<file path="config.mk">
export PLATFORM = sky130hd
export DESIGN_NAME = wbserial_top
export DESIGN_NICKNAME = d
export VERILOG_FILES = /design/src/logic/wbserial_pkg.sv /design/src/logic/wb_ctrl_sync.sv /design/src/logic/wb_periph_mux.sv /design/src/logic/wb_reg_bank.sv /design/src/logic/wb_timer_periph.sv /design/src/logic/wbserial_top.sv
export VERILOG_INCLUDE_DIRS = /design/src /design/src/logic
export SDC_FILE = /design/constraint.sdc
export NUM_CORES = 1
export LEC_CHECK = 0
export ABC_AREA = 1
export BUFFER_PORTS_ARGS = -buffer_cell sky130_fd_sc_hd__buf_2
export CAP_MARGIN = 20
export CELL_PAD_IN_SITES_DETAIL_PLACEMENT = 0
export CELL_PAD_IN_SITES_GLOBAL_PLACEMENT = 1
export CORE_ASPECT_RATIO = 0.9
export CORE_MARGIN = 5
export CORE_UTILIZATION = 51
export DETAILED_ROUTE_END_ITERATION = 7
export PLACE_DENSITY_LB_ADDON = 0.3
export SETUP_SLACK_MARGIN = 0.05
export SLEW_MARGIN = 5
export SYNTH_ARGS = -nofsm -noshare
export SYNTH_HDL_FRONTEND = slang
export SYNTH_HIERARCHICAL = 1
export SYNTH_SLANG_ARGS = --single-unit
export TNS_END_PERCENT = 1
</file>
<file path="constraint.sdc">
create_clock -name clk_i -period 6.43 [get_ports clk_i]
set_input_delay 0.3215 -clock clk_i [delete_from_list [all_inputs] [get_ports clk_i]]
set_output_delay 0.3215 -clock clk_i [all_outputs]
set_load 0.01 [all_outputs]
</file>
<file path="src/logic/wbserial_defines.svh">
`ifndef WBSERIAL_DEFINES_SVH
`define WBSERIAL_DEFINES_SVH

// Local bus widths
`define WBS_ADDR_W 4
`define WBS_DATA_W 8

// General purpose registers in the register bank
`define WBS_NUM_REGS 8

// Command byte layout, write flag on top and address in the low nibble
`define WBS_WRITE_BIT 7

// Address bit 3 picks the timer, otherwise the register bank answers
`define WBS_PERIPH_SEL_BIT 3

`endif

</file>
<file path="src/logic/wbserial_pkg.sv">
`include "wbserial_defines.svh"

package wbserial_pkg;

  // Request from a bus master toward a peripheral
  typedef struct packed {
    logic                   we;
    logic [`WBS_ADDR_W-1:0] adr;
    logic [`WBS_DATA_W-1:0] dat;
    logic                   stb;
  } wb_req_t;

  // Response back from a peripheral
  typedef struct packed {
    logic [`WBS_DATA_W-1:0] dat;
    logic                   ack;
  } wb_rsp_t;

  // Frame decoder states
  typedef enum logic [2:0] {
    Idle,
    WriteGetData,
    ReadWaitAck,
    ReadPutData,
    WriteWaitAck,
    Invalid
  } ctrl_state_e;

  // Timer register map, codes 5..7 reserved
  typedef enum logic [2:0] {
    TmrCtrl    = 3'd0,
    TmrCountLo = 3'd1,
    TmrCountHi = 3'd2,
    TmrCompare = 3'd3,
    TmrStatus  = 3'd4
  } timer_reg_e;

endpackage

</file>
<file path="src/logic/wb_ctrl_sync.sv">
`include "wbserial_defines.svh"

// Frame format, one tx byte for every rx byte
//
//   read   rx: cmd   fill* fill  fill
//          tx: 00    00*   01    data
//
//   write  rx: cmd   data  fill* fill
//          tx: 00    00    00*   01
module wb_ctrl_sync (
  input  logic                    clk_i,
  input  logic                    rst_ni,
  input  logic [`WBS_DATA_W-1:0]  rx_data_i,
  input  logic                    rx_valid_i,
  output logic [`WBS_DATA_W-1:0]  tx_data_o,
  output logic                    tx_valid_o,
  output wbserial_pkg::wb_req_t   bus_req_o,
  input  wbserial_pkg::wb_rsp_t   bus_rsp_i
);

  wbserial_pkg::ctrl_state_e state_d, state_q;

  logic                   we_d, we_q;
  logic [`WBS_ADDR_W-1:0] adr_d, adr_q;
  logic                   ack_d, ack_q;
  logic                   ack_seen;
  logic                   stb;
  logic [`WBS_DATA_W-1:0] rdata_q;
  logic [`WBS_DATA_W-1:0] tx_data;

  // Ack arriving this cycle counts as seen right away
  assign ack_seen = ack_q | bus_rsp_i.ack;

  // Every received byte gets an answer in the same cycle
  assign tx_valid_o = rx_valid_i;
  assign tx_data_o  = tx_data;

  // Address and write flag come from the next-state side so that they
  // line up with the strobe issued in the command cycle
  always_comb begin
    bus_req_o     = '0;
    bus_req_o.we  = we_d;
    bus_req_o.adr = adr_d;
    bus_req_o.dat = rx_data_i;
    bus_req_o.stb = stb;
  end

  always_comb begin
    state_d = state_q;
    we_d    = we_q;
    adr_d   = adr_q;
    ack_d   = ack_seen;
    stb     = 1'b0;
    tx_data = '0;

    case (state_q)
      wbserial_pkg::Idle: begin
        if (rx_valid_i) begin
          we_d  = rx_data_i[`WBS_WRITE_BIT];
          adr_d = rx_data_i[`WBS_ADDR_W-1:0];
          // New frame starts with no ack pending
          ack_d = 1'b0;
          if (rx_data_i[`WBS_WRITE_BIT]) begin
            state_d = wbserial_pkg::WriteGetData;
          end else begin
            stb     = 1'b1;
            state_d = wbserial_pkg::ReadWaitAck;
          end
        end
      end

      wbserial_pkg::WriteGetData: begin
        if (rx_valid_i) begin
          stb     = 1'b1;
          state_d = wbserial_pkg::WriteWaitAck;
        end
      end

      wbserial_pkg::ReadWaitAck: begin
        if (rx_valid_i && ack_seen) begin
          tx_data = 8'h01;
          state_d = wbserial_pkg::ReadPutData;
        end
      end

      wbserial_pkg::ReadPutData: begin
        if (rx_valid_i) begin
          tx_data = rdata_q;
          state_d = wbserial_pkg::Idle;
        end
      end

      wbserial_pkg::WriteWaitAck: begin
        if (rx_valid_i && ack_seen) begin
          tx_data = 8'h01;
          state_d = wbserial_pkg::Idle;
        end
      end

      // Stuck here until reset
      wbserial_pkg::Invalid: begin
        state_d = wbserial_pkg::Invalid;
      end

      default: begin
        state_d = wbserial_pkg::Invalid;
      end
    endcase
  end

  always_ff @(posedge clk_i) begin
    if (!rst_ni) begin
      state_q <= wbserial_pkg::Idle;
      we_q    <= 1'b0;
      adr_q   <= '0;
      ack_q   <= 1'b0;
    end else begin
      state_q <= state_d;
      we_q    <= we_d;
      adr_q   <= adr_d;
      ack_q   <= ack_d;
    end
  end

  // Read data is kept with the ack until the data byte goes out
  always_ff @(posedge clk_i) begin
    if (bus_rsp_i.ack) begin
      rdata_q <= bus_rsp_i.dat;
    end
  end

endmodule

</file>
<file path="src/logic/wb_periph_mux.sv">
`include "wbserial_defines.svh"

module wb_periph_mux (
  input  logic                  clk_i,
  input  logic                  rst_ni,
  input  wbserial_pkg::wb_req_t bus_req_i,
  output wbserial_pkg::wb_rsp_t bus_rsp_o,
  output wbserial_pkg::wb_req_t reg_req_o,
  input  wbserial_pkg::wb_rsp_t reg_rsp_i,
  output wbserial_pkg::wb_req_t tmr_req_o,
  input  wbserial_pkg::wb_rsp_t tmr_rsp_i
);

  logic sel_tmr;
  logic sel_tmr_q;

  assign sel_tmr = bus_req_i.adr[`WBS_PERIPH_SEL_BIT];

  // Both peripherals see the local address, only one gets the strobe
  always_comb begin
    reg_req_o     = bus_req_i;
    tmr_req_o     = bus_req_i;
    reg_req_o.adr = {1'b0, bus_req_i.adr[2:0]};
    tmr_req_o.adr = {1'b0, bus_req_i.adr[2:0]};
    reg_req_o.stb = bus_req_i.stb & ~sel_tmr;
    tmr_req_o.stb = bus_req_i.stb & sel_tmr;
  end

  // The response shows up a cycle after the strobe, by then the
  // master may already present a different address
  always_ff @(posedge clk_i) begin
    if (!rst_ni) begin
      sel_tmr_q <= 1'b0;
    end else if (bus_req_i.stb) begin
      sel_tmr_q <= sel_tmr;
    end
  end

  always_comb begin
    if (sel_tmr_q) begin
      bus_rsp_o = tmr_rsp_i;
    end else begin
      bus_rsp_o = reg_rsp_i;
    end
  end

endmodule

</file>
<file path="src/logic/wb_reg_bank.sv">
`include "wbserial_defines.svh"

module wb_reg_bank (
  input  logic                  clk_i,
  input  logic                  rst_ni,
  input  wbserial_pkg::wb_req_t bus_req_i,
  output wbserial_pkg::wb_rsp_t bus_rsp_o
);

  localparam int unsigned IDX_W = $clog2(`WBS_NUM_REGS);

  logic [`WBS_DATA_W-1:0] regs_q [`WBS_NUM_REGS];
  logic [IDX_W-1:0]       idx;
  logic                   ack_q;
  logic [`WBS_DATA_W-1:0] rdat_q;

  assign idx = bus_req_i.adr[IDX_W-1:0];

  always_ff @(posedge clk_i) begin
    if (!rst_ni) begin
      for (int i = 0; i < `WBS_NUM_REGS; i++) begin
        regs_q[i] <= '0;
      end
      ack_q <= 1'b0;
    end else begin
      ack_q <= bus_req_i.stb;
      if (bus_req_i.stb && bus_req_i.we) begin
        regs_q[idx] <= bus_req_i.dat;
      end
    end
  end

  // A write returns the old contents, nobody looks at it
  always_ff @(posedge clk_i) begin
    if (bus_req_i.stb) begin
      rdat_q <= regs_q[idx];
    end
  end

  always_comb begin
    bus_rsp_o     = '0;
    bus_rsp_o.dat = rdat_q;
    bus_rsp_o.ack = ack_q;
  end

endmodule

</file>
<file path="src/logic/wb_timer_periph.sv">
`include "wbserial_defines.svh"

module wb_timer_periph (
  input  logic                  clk_i,
  input  logic                  rst_ni,
  input  wbserial_pkg::wb_req_t bus_req_i,
  output wbserial_pkg::wb_rsp_t bus_rsp_o
);

  localparam int unsigned CNT_W = 2 * `WBS_DATA_W;

  wbserial_pkg::timer_reg_e reg_sel;

  logic                   wr, rd;
  logic [CNT_W-1:0]       count_q;
  logic                   en_q;
  logic [`WBS_DATA_W-1:0] cmp_q;
  logic                   match_q;
  logic [`WBS_DATA_W-1:0] hi_snap_q;
  logic [`WBS_DATA_W-1:0] rdata;
  logic                   ack_q;
  logic [`WBS_DATA_W-1:0] rdat_q;

  assign reg_sel = wbserial_pkg::timer_reg_e'(bus_req_i.adr[2:0]);
  assign wr      = bus_req_i.stb & bus_req_i.we;
  assign rd      = bus_req_i.stb & ~bus_req_i.we;

  always_comb begin
    case (reg_sel)
      wbserial_pkg::TmrCtrl:    rdata = {{(`WBS_DATA_W-1){1'b0}}, en_q};
      wbserial_pkg::TmrCountLo: rdata = count_q[`WBS_DATA_W-1:0];
      wbserial_pkg::TmrCountHi: rdata = hi_snap_q;
      wbserial_pkg::TmrCompare: rdata = cmp_q;
      wbserial_pkg::TmrStatus:  rdata = {{(`WBS_DATA_W-1){1'b0}}, match_q};
      default:                  rdata = '0;
    endcase
  end

  always_ff @(posedge clk_i) begin
    if (!rst_ni) begin
      count_q   <= '0;
      en_q      <= 1'b0;
      cmp_q     <= '0;
      match_q   <= 1'b0;
      hi_snap_q <= '0;
      ack_q     <= 1'b0;
    end else begin
      ack_q <= bus_req_i.stb;

      // Bus loads take priority over counting
      if (wr && reg_sel == wbserial_pkg::TmrCountLo) begin
        count_q[`WBS_DATA_W-1:0] <= bus_req_i.dat;
      end else if (wr && reg_sel == wbserial_pkg::TmrCountHi) begin
        count_q[CNT_W-1:`WBS_DATA_W] <= bus_req_i.dat;
      end else if (en_q) begin
        count_q <= count_q + 1'b1;
      end

      if (wr && reg_sel == wbserial_pkg::TmrCtrl) begin
        en_q <= bus_req_i.dat[0];
      end
      if (wr && reg_sel == wbserial_pkg::TmrCompare) begin
        cmp_q <= bus_req_i.dat;
      end

      // Match flag is sticky, only a status write clears it
      if (wr && reg_sel == wbserial_pkg::TmrStatus && bus_req_i.dat[0]) begin
        match_q <= 1'b0;
      end else if (en_q && count_q[`WBS_DATA_W-1:0] == cmp_q) begin
        match_q <= 1'b1;
      end

      // High byte frozen at the low byte read keeps the pair coherent
      if (rd && reg_sel == wbserial_pkg::TmrCountLo) begin
        hi_snap_q <= count_q[CNT_W-1:`WBS_DATA_W];
      end
    end
  end

  always_ff @(posedge clk_i) begin
    if (bus_req_i.stb) begin
      rdat_q <= rdata;
    end
  end

  always_comb begin
    bus_rsp_o     = '0;
    bus_rsp_o.dat = rdat_q;
    bus_rsp_o.ack = ack_q;
  end

endmodule

</file>
<file path="src/logic/wbserial_top.sv">
`include "wbserial_defines.svh"

module wbserial_top (
  input  logic                   clk_i,
  input  logic                   rst_ni,
  input  logic [`WBS_DATA_W-1:0] rx_data_i,
  input  logic                   rx_valid_i,
  output logic [`WBS_DATA_W-1:0] tx_data_o,
  output logic                   tx_valid_o
);

  wbserial_pkg::wb_req_t ctrl_req;
  wbserial_pkg::wb_rsp_t ctrl_rsp;
  wbserial_pkg::wb_req_t reg_req;
  wbserial_pkg::wb_rsp_t reg_rsp;
  wbserial_pkg::wb_req_t tmr_req;
  wbserial_pkg::wb_rsp_t tmr_rsp;

  wb_ctrl_sync u_ctrl (
    .clk_i      (clk_i),
    .rst_ni     (rst_ni),
    .rx_data_i  (rx_data_i),
    .rx_valid_i (rx_valid_i),
    .tx_data_o  (tx_data_o),
    .tx_valid_o (tx_valid_o),
    .bus_req_o  (ctrl_req),
    .bus_rsp_i  (ctrl_rsp)
  );

  wb_periph_mux u_mux (
    .clk_i     (clk_i),
    .rst_ni    (rst_ni),
    .bus_req_i (ctrl_req),
    .bus_rsp_o (ctrl_rsp),
    .reg_req_o (reg_req),
    .reg_rsp_i (reg_rsp),
    .tmr_req_o (tmr_req),
    .tmr_rsp_i (tmr_rsp)
  );

  // Addresses 0..7
  wb_reg_bank u_regs (
    .clk_i     (clk_i),
    .rst_ni    (rst_ni),
    .bus_req_i (reg_req),
    .bus_rsp_o (reg_rsp)
  );

  // Addresses 8..15
  wb_timer_periph u_timer (
    .clk_i     (clk_i),
    .rst_ni    (rst_ni),
    .bus_req_i (tmr_req),
    .bus_rsp_o (tmr_rsp)
  );

endmodule

</file>
# ---- Word level (Yosys, flattened, before mapping)
# Memory sizes are Yosys's and may differ from the RTL's. A register that Yosys moved wholly into a read port is not among the register bits.
# Cells that the tools add are included.
dict set report classes {
  div 0
  addsub 1
  reduce_logical 20
  shift 0
  n_mul 0
  bitwise 9
  n_eq_ne 15
  magnitude_cmp 0
  muxes 33
}
# cell count
set ops {}
lappend ops {{$mux 8} 5}
lappend ops {{$pmux 8 s5} 1}
lappend ops {{$mux 3} 6}
lappend ops {{$add 16x1->16 const B} 1}
lappend ops {{$mux 16} 1}
lappend ops {{$pmux 8 s2} 1}
lappend ops {{$pmux 3 s5} 1}
lappend ops {{$mux 1} 13}
lappend ops {{$eq 3x2->1 const B} 4}
lappend ops {{$logic_and 1x1->1} 10}
lappend ops {{$mux 9} 1}
lappend ops {{$eq 8x8->1} 1}
lappend ops {{$mux 4} 2}
lappend ops {{$reduce_or 8->1} 1}
lappend ops {{$eq 3x1->1 const B} 2}
lappend ops {{$eq 3x3->1 const B} 2}
lappend ops {{$logic_not 3->1} 2}
lappend ops {{$ne 2x1->1 const B} 3}
lappend ops {{$ne 2x2->1 const B} 3}
lappend ops {{$reduce_and 5->1} 1}
lappend ops {{$and 1x1->1} 4}
lappend ops {{$not 1->1} 4}
lappend ops {{$reduce_and 2->1} 2}
lappend ops {{$reduce_bool 2->1} 2}
lappend ops {{other kinds (4)} 5}
dict set report totals {
  output_inout_bits 9
  ff_bits 62
  mem_bits_rw 64
  latch_bits 0
  mem_bits_ro 0
  mem_count 1
  input_bits 11
  word_cells 94
}
# memory depth width read_ports rd_clocked_by_memory_dff wr line_no
set mem_list {}
lappend mem_list {u_regs.regs_q 8 8 1 1 8 wb_reg_bank.sv:12} ;# logic [`WBS_DATA_W-1:0] regs_q [`WBS_NUM_REGS];

# ---- Longest topological paths before layout
dict set report depth {
  word_depth 10
  mapped_depth 15
  ltp_nobuf 15
}

# ---- Modules after synthesis
# Netlist, hierarchy kept.
# mod cells_per_inst n_inst area_per_inst_um2
set by_module_without_submodules {}
lappend by_module_without_submodules {wb_reg_bank 346 1 3388.2}
lappend by_module_without_submodules {wb_timer_periph 341 1 2344.7}
lappend by_module_without_submodules {wb_ctrl_sync 110 1 880.8}
lappend by_module_without_submodules {wb_periph_mux 65 1 391.6}

# ---- Worst setup path before layout
# No wires, ideal clock.
dict set report synth_path {
  kind {register -> register}
  from {register u_ctrl.state_q[1]}
  to {memory u_regs/regs_q[0][0] in the netlist's numbering, enable pin}
  n_path_buf 0
  path_stages_with_launch 12
  t_arrival_ns 1.875
  period_less_slack_ns 2.203
  setup_slack_ns 4.227
  path_cell_list {dfxtp_1 > nor2_1 > nand3_2 > inv_2 > a21oi_1 > inv_1 > nand2_1 > inv_1 > nand2_4 > nor2_8 > nand3_2 > nand2_1}
}
# element line_no
set synth_lines {}
lappend synth_lines {{start, declared} wb_ctrl_sync.sv:21} ;# wbserial_pkg::ctrl_state_e state_d, state_q;
lappend synth_lines {{start signal, assigned} wb_ctrl_sync.sv:113} ;# state_q <= wbserial_pkg::Idle;
lappend synth_lines {{start signal, assigned} wb_ctrl_sync.sv:118} ;# state_q <= state_d;
lappend synth_lines {{end, declared} wb_reg_bank.sv:12}

==> flow_metrics.py <==
metrics = {
    "power": {
        "total_power_mw": 2.80,
        "p_leak_nw": 3.26,
        "power.density_nw_per_um2": 373,
        "vdd_drop_max_mv": 0.186,
    },
    "floorplanning": {
        "die_h_microns": 121,
        "die_w_microns": 133,
        "row_count": 40,
        "ioPinCount": 20,
        "core-area_sq_um": 13400,
        "die_area_sq_um": 16100,
        "start_util": 0.521,
    },
    "global_routing": {
        "grt_first_pass_wirelength_microns": 26500,
        "grt_pass1_vias": 5004,
        "grt.total_usage": 0.212,
        "grt_max_degree": 43,
        "grt_overflow_total": 0,
        "antenna_found_initial": 0,
    },
    "worst_hold_path": {
        "hold_path_depth": 3,
        "holdPathEnd": "u_ctrl/adr_q[2]",
        "hold_start": "rx_data_i[2]",
        "hold_class": "in -> reg",
    },
    "clock_network": {
        "cts_max_level": 4,
        "postCtsHoldBufs": 0,
        "cts-buffers-inserted": 17,
        "clk_path_buf_depth": 2,
        "cts_num_sinks": 134,
        "cts_tree": "yes",
        "clock_latency_ps": 420,
        "root_buffer": "clkbuf_16",
        "cts_resized": 0,
        "path_clk_slew_ps": 60,
        "post_cts_buffers": 0,
    },
    "status": {
        "status": "finished, final reports clean",
    },
    "sta": {
        "skew_ps": 5.42,
        "fin_crit_ps": 2920,
        "timing.final.ws_setup_ps": 3510,
        "drv_slew": 0,
        "worst_pin_slew_ps": 680,
        "tns_ps": 0,
        "setup_viol": 0,
        "timing.fmax_ghz": 0.343,
        "finalHoldViolCount": 0,
        "rsz0062_at_grt": "false",
        "period_share": 0.453,
        "slew_headroom": 0.546,
    },
    "worst_setup_path": {
        "critPathBufInv": 3,
        "critPathArrivalTime_ps": 3000,
        "start_kind": "flop",
        "crit_type": "reg -> reg",
        "worstReg2RegEnd": "u_regs/regs_q[4][5]",
        "path_delay_family": "buffers and inverters",
        "path_depth": 8,
        "r2r_slack_ps": 3510,
        "endpoint_kind": "flop",
        "r2r_start": "u_ctrl/state_q[1]",
        "required_ps": 6520,
        "cpPeakStageDelay_ps": 580,
        "ff2ff_path_depth": 8,
        "path_max_fanout": 42,
        "cp_cell_sequence": "nor2_1 -> nand3_2 -> inv_2 -> a21oi_4 -> buf_4 -> inv_2 -> nand3_2 -> nand2_1",
        "cpMaxStageDelayCell": "inv_2",
    },
    "yosys": {
        "syn-num-nets": 871,
        "syn_area_sq_um": 6990,
        "ys_warn_count": 6,
        "syn_avg_cell_area_sq_um": 8.13,
        "syn_inst": 859,
    },
    "finish": {
        "n_antenna_cell": 0,
        "syn_to_final_growth_pct": 7.24,
        "most-common-layout-cells": "263 x nand2_1, 125 x nor2_1, 88 x inv_1, 88 x edfxtp_1, 46 x dfxtp_1",
        "nFillCells": 1243,
        "ff_latch_area_sq_um": 3560,
        "final_common_cell": "nand2_1",
        "drive_above_1_share": 0.116,
        "finish.net_count": 852,
        "multi_input_area_sq_um": 2630,
    },
    "routing": {
        "first_iter_violations": 508,
        "drcViolationCount": 0,
        "first_pass_iters": 5,
        "vias_per_cell": 5.35,
        "vias": 5460,
        "wl_microns": 16500,
        "drtAntennaViolNets": 0,
        "routedWlPerCell_microns": 16.2,
    },
    "placed_design": {
        "io_buffers": 19,
        "place_congestion": 0.896,
        "place_hpwl_microns": 11300,
        "dp_slack_ps": 3540,
    },
    "job": {
        "maxCapViolCount": 0,
    },
}
[flip-flops by register name (all words and copies together) (netlist names), 2 cells and up, named ones only]
register and flops:
u_ctrl/adr_q 4, u_ctrl/rdata_q 8, u_ctrl/state_q 2, u_regs/rdat_q 8
u_regs/regs_q 64, u_timer/cmp_q 8, u_timer/count_q 16, u_timer/hi_snap_q 8
u_timer/rdat_q 8
[final cells by class]
class | instances | area share
Clock inverter | 15 | 0.0227
Multi-Input combinational cell | 566 | 0.351
Clock buffer | 17 | 0.0568
Timing Repair Buffer | 24 | 0.0177
Inverter | 97 | 0.0486
Sequential cell | 134 | 0.476
Tap cell | 168 | 0.0281
[metrics by stage]
step,area (sq um),instances,hold WS (ps),utilization
finish,7490,1021,230,0.559
global route,7490,1021,234,0.559
CTS,7490,1021,207,0.559
detailed placement,6900,989,456,0.514
global placement,6900,989,453,0.514
floorplan,6990,859,435,-
[report_power, final]
part	internal [mW]	total (mW)	switching (mW)	leakage (nW)
sequential	1.01	1.05	0.0371	1.26
combinational	0.190	0.777	0.587	1.72
clock	0.579	0.971	0.392	0.282
[worst max path at each step]
stage / from / end / slack (ps)
finish: u_ctrl/state_q[1] / u_regs/regs_q[4][5] / 3510
CTS: u_ctrl/state_q[1] / u_regs/regs_q[4][1] / 3530
floorplan: u_ctrl/state_q[1] / u_regs/regs_q[0][0] / 4230
global route: u_ctrl/state_q[1] / u_regs/regs_q[4][1] / 3270
global placement: u_ctrl/state_q[1] / u_regs/regs_q[4][6] / 3650
detailed placement: u_ctrl/state_q[1] / u_regs/regs_q[4][2] / 3540
[routing by layer]
| metal | vias to the layer above | track usage | share of wire |
|---|---|---|---|
| li1 | 2708 | - | - |
| met1 | 2559 | 0.296 | 0.47 |
| met2 | 181 | 0.325 | 0.46 |
| met3 | 12 | 0.0535 | 0.066 |
| met4 | 0 | 0.0713 | 0.0077 |
| met5 | - | 0 | 0 |
[worst reg2reg max path: cells and delay by family (launching register included)]
kind	cells	cell delay, ps
DFF	1	370
and+or+nand+nor	4	1030
buffers and inverters	3	1100
AOI/OAI and AO/OA	1	80
Power figures use the tool's default switching activity.
